--- src/common/overlay_pkg.sv ---
package overlay_pkg;

    typedef logic [6:0]  x_t;        // Up to 128 columns.
    typedef logic [5:0]  y_t;        // Up to 64 lines.
    typedef logic [23:0] rgb_t;      // Red in the high byte.
    typedef logic [23:0] box_data_t; // Coordinates sit right-aligned.
    typedef logic [2:0]  field_t;

    // Field codes, low part of the table address.
    localparam field_t FIELD_START_X = 3'd0;
    localparam field_t FIELD_START_Y = 3'd1;
    localparam field_t FIELD_END_X   = 3'd2;
    localparam field_t FIELD_END_Y   = 3'd3;
    localparam field_t FIELD_COLOR   = 3'd4;

    localparam int N_FIELD = 5; // Words per box.

    // Width of a box index, never zero.
    function automatic int box_w(input int n_box);
        return (n_box > 1) ? $clog2(n_box) : 1;
    endfunction

endpackage : overlay_pkg

--- src/common/box_bus_if.sv ---
interface box_bus_if #(
    parameter int N_BOX = 4
);
    import overlay_pkg::*;

    localparam int ADDR_W = box_w(N_BOX) + $bits(field_t); // {box, field}.

    logic              req;
    logic              we;
    logic [ADDR_W-1:0] addr;
    box_data_t         wdata;
    logic              gnt;
    box_data_t         rdata; // Valid the cycle after a read grant.

    modport requester (
        output req, we, addr, wdata,
        input  gnt, rdata
    );

    modport tbl (
        input  req, we, addr, wdata,
        output gnt, rdata
    );

endinterface : box_bus_if

--- src/box_table/box_host_port.sv ---
module box_host_port #(
    parameter int N_BOX = 4
) (
    input  logic                                    clk,
    input  logic                                    i_reset,
    input  logic                                    i_cfg_we,
    input  logic [overlay_pkg::box_w(N_BOX)-1:0]    i_cfg_box,
    input  overlay_pkg::field_t                     i_cfg_field,
    input  overlay_pkg::box_data_t                  i_cfg_data,
    output logic                                    o_cfg_busy,
    box_bus_if.requester                            bus
);
    import overlay_pkg::*;

    localparam int ADDR_W = box_w(N_BOX) + $bits(field_t);

    logic              pending;
    logic [ADDR_W-1:0] pend_addr;
    box_data_t         pend_data;

    // One write in flight, strobes are dropped meanwhile.
    always_ff @(posedge clk) begin
        if (i_reset) begin
            pending <= 1'b0;
        end else if (pending) begin
            if (bus.gnt) pending <= 1'b0; // Write lands on this edge.
        end else if (i_cfg_we) begin
            pending <= 1'b1;
        end
    end

    always_ff @(posedge clk) begin
        if (!pending && i_cfg_we) begin
            pend_addr <= {i_cfg_box, i_cfg_field};
            pend_data <= i_cfg_data;
        end
    end

    assign bus.req    = pending;
    assign bus.we     = 1'b1;
    assign bus.addr   = pend_addr;
    assign bus.wdata  = pend_data;
    assign o_cfg_busy = pending;

endmodule : box_host_port

--- src/box_table/box_loader.sv ---
module box_loader #(
    parameter int N_BOX = 4,
    parameter int H_ACT = 64,
    parameter int V_ACT = 32
) (
    input  logic                                         clk,
    input  logic                                         i_reset,
    input  logic                                         i_vsync,
    box_bus_if.requester                                 bus,
    output logic [N_BOX*$bits(overlay_pkg::x_t)-1:0]     o_start_xs,
    output logic [N_BOX*$bits(overlay_pkg::y_t)-1:0]     o_start_ys,
    output logic [N_BOX*$bits(overlay_pkg::x_t)-1:0]     o_end_xs,
    output logic [N_BOX*$bits(overlay_pkg::y_t)-1:0]     o_end_ys,
    output logic [N_BOX*$bits(overlay_pkg::rgb_t)-1:0]   o_colors
);
    import overlay_pkg::*;

    localparam int BOX_W = box_w(N_BOX);

    typedef enum logic [1:0] {IDLE, READ, DONE} load_state_t;

    load_state_t      state;
    logic             vsync_d;
    logic [BOX_W-1:0] box_cnt;
    field_t           field_cnt;
    logic             rd_valid;
    logic [BOX_W-1:0] rd_box;
    field_t           rd_field;
    x_t               start_x [N_BOX];
    y_t               start_y [N_BOX];
    x_t               end_x   [N_BOX];
    y_t               end_y   [N_BOX];
    rgb_t             color   [N_BOX];

    function automatic x_t clamp_x(input box_data_t w);
        return (w >= box_data_t'(H_ACT)) ? x_t'(H_ACT - 1) : x_t'(w);
    endfunction

    function automatic y_t clamp_y(input box_data_t w);
        return (w >= box_data_t'(V_ACT)) ? y_t'(V_ACT - 1) : y_t'(w);
    endfunction

    always_ff @(posedge clk) begin
        if (i_reset) begin
            state     <= IDLE;
            vsync_d   <= 1'b0;
            box_cnt   <= '0;
            field_cnt <= '0;
            rd_valid  <= 1'b0;
        end else begin
            vsync_d  <= i_vsync;
            rd_valid <= bus.req && bus.gnt;
            case (state)
                IDLE: if (i_vsync && !vsync_d) begin
                    state     <= READ;
                    box_cnt   <= '0;
                    field_cnt <= '0;
                end
                READ: if (bus.gnt) begin
                    if (field_cnt == field_t'(N_FIELD - 1)) begin
                        field_cnt <= '0;
                        if (box_cnt == BOX_W'(N_BOX - 1)) state <= DONE;
                        else box_cnt <= box_cnt + 1'b1;
                    end else begin
                        field_cnt <= field_cnt + 1'b1;
                    end
                end
                DONE: state <= IDLE; // Last word is captured here.
                default: state <= IDLE;
            endcase
        end
    end

    always_ff @(posedge clk) begin
        rd_box   <= box_cnt;
        rd_field <= field_cnt;
    end

    // Shadows change only during the copy.
    always_ff @(posedge clk) begin
        if (i_reset) begin
            for (int k = 0; k < N_BOX; k++) begin
                start_x[k] <= '0;
                start_y[k] <= '0;
                end_x[k]   <= '0;
                end_y[k]   <= '0;
                color[k]   <= '0;
            end
        end else if (rd_valid) begin
            case (rd_field)
                FIELD_START_X: start_x[rd_box] <= clamp_x(bus.rdata);
                FIELD_START_Y: start_y[rd_box] <= clamp_y(bus.rdata);
                FIELD_END_X:   end_x[rd_box]   <= clamp_x(bus.rdata);
                FIELD_END_Y:   end_y[rd_box]   <= clamp_y(bus.rdata);
                FIELD_COLOR:   color[rd_box]   <= rgb_t'(bus.rdata);
                default: ;
            endcase
        end
    end

    always_comb begin
        for (int k = 0; k < N_BOX; k++) begin
            o_start_xs[k*$bits(x_t) +: $bits(x_t)]   = start_x[k];
            o_start_ys[k*$bits(y_t) +: $bits(y_t)]   = start_y[k];
            o_end_xs[k*$bits(x_t) +: $bits(x_t)]     = end_x[k];
            o_end_ys[k*$bits(y_t) +: $bits(y_t)]     = end_y[k];
            o_colors[k*$bits(rgb_t) +: $bits(rgb_t)] = color[k];
        end
    end

    assign bus.req   = (state == READ);
    assign bus.we    = 1'b0;
    assign bus.addr  = {box_cnt, field_cnt};
    assign bus.wdata = '0;

endmodule : box_loader

--- src/box_table/box_table.sv ---
module box_table #(
    parameter int N_BOX = 4
) (
    input logic    clk,
    input logic    i_reset,
    box_bus_if.tbl loader_bus,
    box_bus_if.tbl host_bus
);
    import overlay_pkg::*;

    localparam int BOX_W  = box_w(N_BOX);
    localparam int ADDR_W = BOX_W + $bits(field_t);
    localparam int DEPTH  = N_FIELD * N_BOX;

    box_data_t         mem [DEPTH];
    logic              sel_loader;
    logic              sel_host;
    logic              acc_we;
    logic [ADDR_W-1:0] acc_addr;
    box_data_t         acc_wdata;
    logic [BOX_W-1:0]  acc_box;
    field_t            acc_field;
    logic              acc_ok;
    int unsigned       acc_idx;
    box_data_t         rd_data;

    // Fixed priority, loader first.
    assign sel_loader = loader_bus.req;
    assign sel_host   = host_bus.req && !loader_bus.req;

    assign loader_bus.gnt = sel_loader;
    assign host_bus.gnt   = sel_host;

    always_comb begin
        acc_we    = sel_loader ? loader_bus.we    : host_bus.we;
        acc_addr  = sel_loader ? loader_bus.addr  : host_bus.addr;
        acc_wdata = sel_loader ? loader_bus.wdata : host_bus.wdata;
    end

    assign {acc_box, acc_field} = acc_addr;
    assign acc_ok  = (acc_field < N_FIELD) && (acc_box < N_BOX); // Unused codes fall away.
    assign acc_idx = int'(acc_box) * N_FIELD + int'(acc_field);

    always_ff @(posedge clk) begin
        if (i_reset) begin
            for (int k = 0; k < DEPTH; k++) begin
                mem[k] <= '0; // Empty table, every box invalid.
            end
        end else if ((sel_loader || sel_host) && acc_we && acc_ok) begin
            mem[acc_idx] <= acc_wdata;
        end
    end

    always_ff @(posedge clk) begin
        if ((sel_loader || sel_host) && !acc_we) begin
            rd_data <= acc_ok ? mem[acc_idx] : '0;
        end
    end

    assign loader_bus.rdata = rd_data;
    assign host_bus.rdata   = rd_data;

endmodule : box_table

--- src/design/box_overlay_top.sv ---
module box_overlay_top #(
    parameter int N_BOX       = 4,
    parameter int H_ACT       = 64,
    parameter int H_TOTAL     = 80,
    parameter int H_SYNC      = 8,
    parameter int V_ACT       = 32,
    parameter int V_TOTAL     = 40,
    parameter int V_SYNC      = 3,
    parameter int H_BOX_WIDTH = 1,
    parameter int V_BOX_WIDTH = 1
) (
    input  logic                                 clk,
    input  logic                                 i_reset,
    input  logic                                 i_cfg_we,
    input  logic [overlay_pkg::box_w(N_BOX)-1:0] i_cfg_box,
    input  overlay_pkg::field_t                  i_cfg_field,
    input  overlay_pkg::box_data_t               i_cfg_data,
    output logic                                 o_cfg_busy,
    input  logic [7:0]                           i_r,
    input  logic [7:0]                           i_g,
    input  logic [7:0]                           i_b,
    output overlay_pkg::x_t                      o_x,
    output overlay_pkg::y_t                      o_y,
    output logic                                 o_hsync,
    output logic                                 o_vsync,
    output logic                                 o_de,
    output logic [7:0]                           o_r,
    output logic [7:0]                           o_g,
    output logic [7:0]                           o_b
);
    import overlay_pkg::*;

    logic [N_BOX*$bits(x_t)-1:0]   start_xs;
    logic [N_BOX*$bits(y_t)-1:0]   start_ys;
    logic [N_BOX*$bits(x_t)-1:0]   end_xs;
    logic [N_BOX*$bits(y_t)-1:0]   end_ys;
    logic [N_BOX*$bits(rgb_t)-1:0] colors;

    box_bus_if #(.N_BOX(N_BOX)) loader_bus ();
    box_bus_if #(.N_BOX(N_BOX)) host_bus ();

    video_timing #(
        .H_ACT(H_ACT), .H_TOTAL(H_TOTAL), .H_SYNC(H_SYNC),
        .V_ACT(V_ACT), .V_TOTAL(V_TOTAL), .V_SYNC(V_SYNC)
    ) video_timing_i (
        .clk(clk), .i_reset(i_reset), .o_x(o_x), .o_y(o_y),
        .o_hsync(o_hsync), .o_vsync(o_vsync), .o_de(o_de)
    );

    box_host_port #(.N_BOX(N_BOX)) box_host_port_i (
        .clk(clk), .i_reset(i_reset), .i_cfg_we(i_cfg_we), .i_cfg_box(i_cfg_box),
        .i_cfg_field(i_cfg_field), .i_cfg_data(i_cfg_data), .o_cfg_busy(o_cfg_busy),
        .bus(host_bus)
    );

    box_loader #(.N_BOX(N_BOX), .H_ACT(H_ACT), .V_ACT(V_ACT)) box_loader_i (
        .clk(clk), .i_reset(i_reset), .i_vsync(o_vsync), .bus(loader_bus),
        .o_start_xs(start_xs), .o_start_ys(start_ys),
        .o_end_xs(end_xs), .o_end_ys(end_ys), .o_colors(colors)
    );

    box_table #(.N_BOX(N_BOX)) box_table_i (
        .clk(clk), .i_reset(i_reset), .loader_bus(loader_bus), .host_bus(host_bus)
    );

    draw_window #(
        .N_BOX(N_BOX), .H_ACT(H_ACT), .V_ACT(V_ACT),
        .H_BOX_WIDTH(H_BOX_WIDTH), .V_BOX_WIDTH(V_BOX_WIDTH)
    ) draw_window_i (
        .i_x(o_x), .i_y(o_y), .i_start_xs(start_xs), .i_start_ys(start_ys),
        .i_end_xs(end_xs), .i_end_ys(end_ys), .i_colors(colors),
        .i_r(i_r), .i_g(i_g), .i_b(i_b), .o_r(o_r), .o_g(o_g), .o_b(o_b)
    );

endmodule : box_overlay_top

--- src/design/draw_window.sv ---
module draw_window #(
    parameter int N_BOX       = 4,
    parameter int H_ACT       = 64,
    parameter int V_ACT       = 32,
    parameter int H_BOX_WIDTH = 1,
    parameter int V_BOX_WIDTH = 1
) (
    input  overlay_pkg::x_t                            i_x,
    input  overlay_pkg::y_t                            i_y,
    input  logic [N_BOX*$bits(overlay_pkg::x_t)-1:0]   i_start_xs,
    input  logic [N_BOX*$bits(overlay_pkg::y_t)-1:0]   i_start_ys,
    input  logic [N_BOX*$bits(overlay_pkg::x_t)-1:0]   i_end_xs,
    input  logic [N_BOX*$bits(overlay_pkg::y_t)-1:0]   i_end_ys,
    input  logic [N_BOX*$bits(overlay_pkg::rgb_t)-1:0] i_colors,
    input  logic [7:0]                                 i_r,
    input  logic [7:0]                                 i_g,
    input  logic [7:0]                                 i_b,
    output logic [7:0]                                 o_r,
    output logic [7:0]                                 o_g,
    output logic [7:0]                                 o_b
);
    import overlay_pkg::*;

    localparam int X_W = $bits(x_t);
    localparam int Y_W = $bits(y_t);
    localparam int C_W = $bits(rgb_t);

    logic [N_BOX-1:0] hit;
    rgb_t             box_rgb [N_BOX];
    logic             in_area;
    rgb_t             pix;

    for (genvar i = 0; i < N_BOX; i++) begin : g_box
        x_t   sx, ex;
        y_t   sy, ey;
        int   ex_out, sx_in, sy_out, ey_in;
        logic outer, inner, valid;

        assign sx = i_start_xs[i*X_W +: X_W];
        assign sy = i_start_ys[i*Y_W +: Y_W];
        assign ex = i_end_xs[i*X_W +: X_W];
        assign ey = i_end_ys[i*Y_W +: Y_W];

        // Border grows right and up, and may reach past the screen edge.
        assign ex_out = int'(ex) + H_BOX_WIDTH;
        assign sx_in  = int'(sx) + H_BOX_WIDTH;
        assign sy_out = int'(sy) - V_BOX_WIDTH;
        assign ey_in  = int'(ey) - V_BOX_WIDTH;

        assign outer = (i_x >= sx) && (int'(i_x) <= ex_out)
                       && (int'(i_y) >= sy_out) && (i_y <= ey);
        assign inner = (int'(i_x) >= sx_in) && (i_x <= ex)
                       && (i_y >= sy) && (int'(i_y) <= ey_in);

        assign valid = ((sx != '0) && (sy != '0)) || ((ex != '0) && (ey != '0));

        assign hit[i]     = valid && outer && !inner;
        assign box_rgb[i] = i_colors[i*C_W +: C_W];
    end

    assign in_area = (i_x < X_W'(H_ACT)) && (i_y < Y_W'(V_ACT));

    // Later boxes overwrite earlier ones.
    always_comb begin
        pix = {i_r, i_g, i_b};
        for (int j = 0; j < N_BOX; j++) begin
            if (in_area && hit[j]) pix = box_rgb[j];
        end
    end

    assign {o_r, o_g, o_b} = pix;

endmodule : draw_window

--- src/design/video_timing.sv ---
module video_timing #(
    parameter int H_ACT   = 64,
    parameter int H_TOTAL = 80,
    parameter int H_SYNC  = 8,
    parameter int V_ACT   = 32,
    parameter int V_TOTAL = 40,
    parameter int V_SYNC  = 3
) (
    input  logic            clk,
    input  logic            i_reset,
    output overlay_pkg::x_t o_x,
    output overlay_pkg::y_t o_y,
    output logic            o_hsync,
    output logic            o_vsync,
    output logic            o_de
);
    import overlay_pkg::*;

    localparam int H_W = $clog2(H_TOTAL);
    localparam int V_W = $clog2(V_TOTAL);

    logic [H_W-1:0] h_cnt;
    logic [V_W-1:0] v_cnt;
    logic           h_last;

    assign h_last = (h_cnt == H_W'(H_TOTAL - 1));

    always_ff @(posedge clk) begin
        if (i_reset) begin
            h_cnt <= '0;
            v_cnt <= '0;
        end else if (h_last) begin
            h_cnt <= '0;
            if (v_cnt == V_W'(V_TOTAL - 1)) v_cnt <= '0;
            else v_cnt <= v_cnt + 1'b1;
        end else begin
            h_cnt <= h_cnt + 1'b1;
        end
    end

    // Coordinates and levels leave on the same edge.
    always_ff @(posedge clk) begin
        if (i_reset) begin
            o_x     <= '0;
            o_y     <= '0;
            o_hsync <= 1'b0;
            o_vsync <= 1'b0;
            o_de    <= 1'b0;
        end else begin
            o_x     <= x_t'(h_cnt);
            o_y     <= y_t'(v_cnt);
            o_hsync <= (h_cnt >= H_W'(H_TOTAL - H_SYNC)); // Last columns.
            o_vsync <= (v_cnt >= V_W'(V_TOTAL - V_SYNC)); // Last lines.
            o_de    <= (h_cnt < H_W'(H_ACT)) && (v_cnt < V_W'(V_ACT));
        end
    end

endmodule : video_timing

--- config.mk ---
export PLATFORM = sky130hd
export DESIGN_NAME = box_overlay_top
export DESIGN_NICKNAME = d
export VERILOG_FILES = /design/src/common/overlay_pkg.sv /design/src/common/box_bus_if.sv /design/src/box_table/box_host_port.sv /design/src/box_table/box_loader.sv /design/src/box_table/box_table.sv /design/src/design/box_overlay_top.sv /design/src/design/draw_window.sv /design/src/design/video_timing.sv
export SDC_FILE = /design/constraint.sdc
export NUM_CORES = 2
export LEC_CHECK = 0
export BUFFER_PORTS_ARGS = -buffer_cell sky130_fd_sc_hd__buf_2
export CELL_PAD_IN_SITES_DETAIL_PLACEMENT = 0
export CELL_PAD_IN_SITES_GLOBAL_PLACEMENT = 1
export CORE_ASPECT_RATIO = 2
export CORE_MARGIN = 2
export CORE_UTILIZATION = 45
export DETAILED_ROUTE_END_ITERATION = 8
export PLACE_DENSITY_LB_ADDON = 0.1
export RECOVER_POWER = 50
export SYNTH_ARGS = -nofsm -noshare
export SYNTH_HDL_FRONTEND = slang
export SYNTH_HIERARCHICAL = 1
export SYNTH_SLANG_ARGS = --single-unit
--- constraint.sdc ---
create_clock -name clk -period 6.24 [get_ports clk]
set_clock_uncertainty 0.1 [all_clocks]
set_input_delay 0.624 -clock clk [delete_from_list [all_inputs] [get_ports clk]]
set_output_delay 0.624 -clock clk [all_outputs]
set_load 0.005 [all_outputs]
Word-level counts from Yosys, hierarchy flattened
Memory sizes are Yosys's and may differ from the RTL's. A register that Yosys moved wholly into a read port is not among the register bits.
Index checks and enable logic that the tools add are counted.
{"block": "totals", "reg_bits": 73, "in_bits": 56, "mem_bits_rw": 680, "output_inout_bits": 41, "mem_count": 6, "elab_cells": 260}
{"block": "op_classes", "add_sub_neg": 21, "reduce_logical": 94, "mux": 67, "n_eq_ne": 13, "multipliers": 1, "order_cmp": 41}
{"memory": "box_table_i.mem", "words": 20, "word_bits": 24, "read_ports": 1, "rd_clocked_by_memory_dff": 1, "write_ports": 20, "line_no": "box_table.sv:15", "text": "box_data_t mem [DEPTH];"}
{"memory": "box_loader_i.color", "words": 4, "word_bits": 24, "read_ports": 4, "rd_clocked_by_memory_dff": 0, "write_ports": 4, "line_no": "box_loader.sv:33", "text": "rgb_t color [N_BOX];"}
{"memory": "box_loader_i.end_x", "words": 4, "word_bits": 7, "read_ports": 4, "rd_clocked_by_memory_dff": 0, "write_ports": 4, "line_no": "box_loader.sv:31", "text": "x_t end_x [N_BOX];"}
{"memory": "box_loader_i.start_x", "words": 4, "word_bits": 7, "read_ports": 4, "rd_clocked_by_memory_dff": 0, "write_ports": 4, "line_no": "box_loader.sv:29", "text": "x_t start_x [N_BOX];"}
{"memory": "box_loader_i.end_y", "words": 4, "word_bits": 6, "read_ports": 4, "rd_clocked_by_memory_dff": 0, "write_ports": 4, "line_no": "box_loader.sv:32", "text": "y_t end_y [N_BOX];"}
{"memory": "box_loader_i.start_y", "words": 4, "word_bits": 6, "read_ports": 4, "rd_clocked_by_memory_dff": 0, "write_ports": 4, "line_no": "box_loader.sv:30", "text": "y_t start_y [N_BOX];"}
{"operator": "two-way mux 24 bit", "count": 7}
{"operator": ">= comparator 7 x 32 -> 1 bit", "count": 4}
{"operator": ">= comparator 8 x 32 -> 1 bit", "count": 4}
{"operator": "<= comparator 7 x 32 -> 1 bit", "count": 4}
{"operator": "<= comparator 8 x 32 -> 1 bit", "count": 4}
{"operator": "adder 7 x 1 -> 8 bit, second input constant", "count": 8}
{"operator": "nonzero test 7 bit", "count": 8}
{"operator": "subtractor 6 x 1 -> 7 bit, second input constant", "count": 8}
{"operator": "logical AND 1 bit", "count": 52}
{"operator": "nonzero test 6 bit", "count": 8}
{"operator": "OR reduction 24 bit", "count": 2}
{"operator": "two-way mux 1 bit", "count": 35}
{"operator": ">= comparator 7 bit", "count": 4}
{"operator": "<= comparator 7 bit", "count": 4}
{"operator": ">= comparator 24 x 6 -> 1 bit, second input constant", "count": 1}
{"operator": ">= comparator 24 x 7 -> 1 bit, second input constant", "count": 1}
{"operator": ">= comparator 6 bit", "count": 4}
{"operator": "<= comparator 6 bit", "count": 4}
{"operator": "two-way mux 6 bit", "count": 4}
{"operator": "two-way mux 2 bit", "count": 11}
{"operator": "two-way mux 7 bit", "count": 3}
{"operator": "< comparator 7 bit, second input constant", "count": 2}
{"operator": "OR reduction 7 bit", "count": 2}
{"operator": "< comparator 6 bit, second input constant", "count": 2}
{"operator": "32 further kinds", "count": 51}

Longest topological paths before layout
An unclocked memory read counts as a cell.
{"block": "logic_depth", "word_depth": 13, "ltp_mapped": 16, "mapped_depth_nobuf": 13}

Cells and area by module
Netlist, hierarchy kept.
{"module": "box_table", "instances": 1, "seq_area_each_um2": 23782.8, "cells_each": 2436, "area_each_um2": 34035.1}
{"module": "box_loader", "instances": 1, "seq_area_each_um2": 6286.0, "cells_each": 554, "area_each_um2": 8360.5}
{"module": "draw_window", "instances": 1, "seq_area_each_um2": 0.0, "cells_each": 1044, "area_each_um2": 7792.5}
{"module": "video_timing", "instances": 1, "seq_area_each_um2": 580.6, "cells_each": 106, "area_each_um2": 1053.5}
{"module": "box_host_port", "instances": 1, "seq_area_each_um2": 890.9, "cells_each": 36, "area_each_um2": 929.6}

Least setup slack after synthesis
OpenSTA, ideal clock, no wires.
{"block": "synth_timing", "path_kind": "flip-flop to flip-flop", "startpoint": "register box_loader_i.state[1]", "endpoint": "memory box_table_i/mem[18][0] (netlist name) (enable)", "t_required_ns": 5.730, "setup_slack_ns": 1.221, "path_stages_with_launch": 15, "arrival_time_ns": 4.508, "n_path_buf": 4, "period_less_slack_ns": 5.019, "path_cell_list": "dfxtp_1 > nand2b_1 > inv_1 > buf_6 > buf_2 > buf_2 > mux2_2 > ha_1 > ha_1 > fa_1 > xnor3_1 > nor2_1 > nand2_1 > buf_2 > o21bai_1"}
{"item": "start, declared", "line_no": "box_loader.sv:22", "text": "load_state_t state;"}
{"item": "start signal, assigned", "line_no": "box_loader.sv:45", "text": "state <= IDLE;"}
{"item": "start signal, assigned", "line_no": "box_loader.sv:55", "text": "state <= READ;"}
{"item": "start signal, assigned", "line_no": "box_loader.sv:62", "text": "if (box_cnt == BOX_W'(N_BOX - 1)) state <= DONE;"}
{"item": "end, declared", "line_no": "box_table.sv:15"}

Worst setup path after layout
{"block": "layout_timing", "startpoint": "register box_loader_i.state[0]", "endpoint": "register box_table_i.rd_data[1], in the netlist box_table_i/host_bus.rdata[1] (read register of box_table_i.mem) (data pin)"}
{"block": "layout_between", "elab_chain_cells": 5, "word_cells_on_any_way": 10, "classes_between": "1 x add/sub; 1 x mul; 1 x order compare; 1 x eq/ne; 1 x mux; 5 x reduce/logical"}
{"item": "== test 2 x 1 -> 1 bit *", "line_no": "box_loader.sv:111", "text": "assign bus.req = (state == READ);"}
{"item": "via loader_bus.req", "line_no": "box_bus_if.sv:8", "text": "logic req;"}
{"item": "branches (longest 4 deep; another with multiplier 2 x 3 -> 5 bit)"}
{"item": "end, declared", "line_no": "box_table.sv:25", "text": "box_data_t rd_data;"}
Mark *: on every way through the listed nets, which the timed path passes.
A chain may end at the register's enable or synchronous reset.

==> results.md <==
- Worst Path Arrival: 6310 ps
- Max Clk Rate: 171 MHz
- DR iter-0 viols: 2,465
- Sequential area share after synthesis: 60.5%
- Setup tns final: 0 ps
- Max VDD drop: 228 µV
- TritonCTS clock tree: built
- FF-to-FF setup slack: 380 ps
- CP endpoint kind: flop
- Min-delay worst type: primary input to flop
- Number of antenna violations at the first check in global routing: 8
- CP max stage delay: 840 ps
- Relative slew margins: -105%
- Fraction of synthesized cell area in xor and xnor cells: 1.40%
- Pwr dens: 290 nW/µm²
- Grt ovf: 0
- Lkg Pwr: 21.4 nW
- Synth Register Bits: 1,065
- Filler cells: 10,200
- IO Count: 97
- Slew Limit Fails: 275
- Yosys cell types: 91
- Slew @ Worst Pin: 3050 ps
- Post-synth EDFFs: 1,021
- Detailed-route via count: 34,400
- Placed Area: 54,700 µm²
- Hold Crit Start: i_cfg_we
- Number of global-route vias before repair: 35,400
- DRC violations left: 0
- Vias/cell: 5.90
- Core area: 115,000 µm²
- Post-route ant nets: 0
- Post-Synthesis Cells: 4,176
- Total wire length: 170 mm
- Worst R2R Start: box_loader_i/state[0]
- Buffers plus inverters on the worst setup path: 3
- Maximum fanout along the worst path: 25
- DR pass1 iterations: 5
- Max Cap Viol: 9
- Startpoint Class: flop
- Period utilisation layout: 93.9%
- Hold Vio Cnt, Final: 0
- Reg2reg end: box_table_i/host_bus.rdata[1]
- Row count: 176
- Bufs on Longest Clock Path: 3
- Clk Tree Root Cell: clkbuf_16
- Layout Nets: 4,544
- Largest family of logic cells by synthesized area: simple AND/OR/NAND/NOR gates
- CTS clk-pin slew, worst paths: 70 ps
- Detailed placement HPWL: 113 mm
- RSZ-0062 raised after global routing: no
- Area grow syn2layout: 10.6%
- CP cell instances: nand2b_1 > inv_1 > buf_4 > mux2_2 > ha_2 > ha_4 > fa_2 > buf_4 > nand2b_1 > a211oi_1 > o41ai_1 > a22o_1
- Hold endpoint: box_host_port_i/bus.req
- Clock Latency Late Sink: 720 ps
- Footprint of the multi-input gates: 19,000 µm²
- Ys Warns: 6
- Area share of fa/ha/maj cells after synthesis: 6.11%
- CTS buffer count: 94
- Avg WL per Cell: 29.2 µm
- WS Path Type: flop to flop
- Status: finished, violations left
- Slowest cell on the critical path: fa_2
- Mapped cell area: 52,200 µm²
- Primary FF master, synth: edfxtp_1
- Post-synthesis compound-gate area fraction: 10.5%
- Synth Area in Simple Gates: 11.2%
- Gpl congestion: 0.913
- Hold depth: 3
- PortBufs: 96
- Largest net degree at the start of global routing: 111
- Number of setup violations in the final report: 0
- Die area: 119,000 µm²
- First-pass GRT wire length: 245 mm
- Mapped Avg Cell Area: 12.5 µm²
- Design area: 57,700 µm²
- CTS HTree Levels: 3
- Violated checks: capacitance limit, slew limit
- Min cycle time layout: 5860 ps
- FF/Latch Area: 31,500 µm²
- Total GRT Usage: 28.6%
- Top delay family on crit path: buffers and inverters
- Mux cell area share after synthesis: 6.20%
- Commonest non-fill, non-tap cells in the layout: edfxtp_1 (1,021), nor2_1 (524), mux2i_1 (285)
- Clock sink total: 1,065
- DIE WIDTH: 245 µm
- Reg2Reg Depth: 12
- Most common cell after layout, fill and taps aside: edfxtp_1
- Post-synth ARST share: 0%
- Die Y: 486 µm
- Share of layout cells above drive strength 1: 10.5%
- WP data required: 6690 ps
- Initial Util: 45.4%
[state kept, by name, summed over array words and instances, names as in the netlist, 24 cells and up]
register and cells:
box_loader_i/color 96, box_table_i/host_bus.rdata 24, box_loader_i/start_x 28, box_loader_i/end_y 24
box_loader_i/end_x 28, box_table_i/mem 768, box_host_port_i/bus.wdata 24, box_loader_i/start_y 24
[report_power, final]
group	switching [mW]	internal, mW
logic	1.68	0.725
registers	0.121	8.03
clock network	2.76	3.41
total	4.56	12.2
[per-layer routing]
| layer | track usage (%) | share of wire [%] |
|---|---|---|
| met5 | 0 | 0.025 |
| met2 | 54.0 | 54 |
| met3 | 3.66 | 4.9 |
| met1 | 30.7 | 35 |
| met4 | 15.1 | 5.7 |
[metrics by stage]
stage          hold slack, ps  worst slack (ps)  util (%)  std cells  power, mW
2_1_floorplan             277              1220         -       4216       9.75
3_3_place_gp              320               926      47.6       5640       10.7
3_5_place_dp              317               852      47.6       5640       10.7
4_1_cts                  3.42               529      50.4       5825       16.8
5_1_grt                   109               212      50.2       5827       17.2
6_report                  128               384      50.2       5827       16.7
[worst reg2reg max path, stage by stage (launching register included)]
cell and delay [ps]:
dfxtp_1 410, nand2b_1 120, inv_1 750, buf_4 440, mux2_2 380, ha_2 200
ha_4 160, fa_2 840, buf_4 430, nand2b_1 800, a211oi_1 200, o41ai_1 640
a22o_1 250
[final cells by class]
cell class	instances	area share, %
flip-flops and latches	1065	54.7
multi-input cells	2681	32.9
clock buffers	111	4.32
well taps	1513	3.28
repair buffers	208	2.45
inverters	184	1.20
clock inverters	63	1.18
diodes	2	0.00867
[Yosys cell counts (29+ instances only)]
cell type     n  area (µm²)
edfxtp_1   1021       30700
nor2_1      537        2020
mux2i_1     285        2850
ha_1        253        3170
a21oi_1     201        1010
inv_1       182         683
nand2_1     168         631
o22ai_1     140         876
nand3_1     124         621
o21ai_0     112         561
buf_2       105         526
clkbuf_1    103         387
and2_1      102         638
xnor2_1      77         674
buf_4        61         458
a2bb2oi_1    51         447
nor3_1       50         250
a221oi_1     48         420
o221ai_1     45         394
dfxtp_1      44         881
mux2_2       32         360
nor2b_1      29         181
[repair_timing]
action / CTS / global route
hold buffers: 11 / 0
buffers inserted: 0 / 0
resized for setup: 0 / 0
endpoints found under the hold margin: 11 / 0
[cells by family (layout without fill, tap and decap cells)]
| group | after synthesis | after routing |
|---|---|---|
| xor gates and xnor gates | 82 | 82 |
| DFF | 1065 | 1065 |
| muxes | 318 | 318 |
| AOI/OAI and AO/OA | 802 | 802 |
| other | 2 | 44 |
| and+or+nand+nor | 1183 | 1183 |
| adders and majority gates | 254 | 254 |
| buffers and inverters | 470 | 566 |
[worst max-delay path by stage]
stage | from | end | cells after the start
floorplan | box_loader_i/state[1] | box_table_i/mem[18][0] | 14
global placement | box_loader_i/state[1] | box_table_i/host_bus.rdata[1] | 12
detailed placement | box_loader_i/state[1] | box_table_i/host_bus.rdata[1] | 12
CTS | box_loader_i/end_y[3][0] | o_r[1] | 14
global route | box_loader_i/state[0] | box_table_i/mem[17][22] | 12
finish | box_loader_i/state[0] | box_table_i/host_bus.rdata[1] | 12
Power figures use the tool's default switching activity.
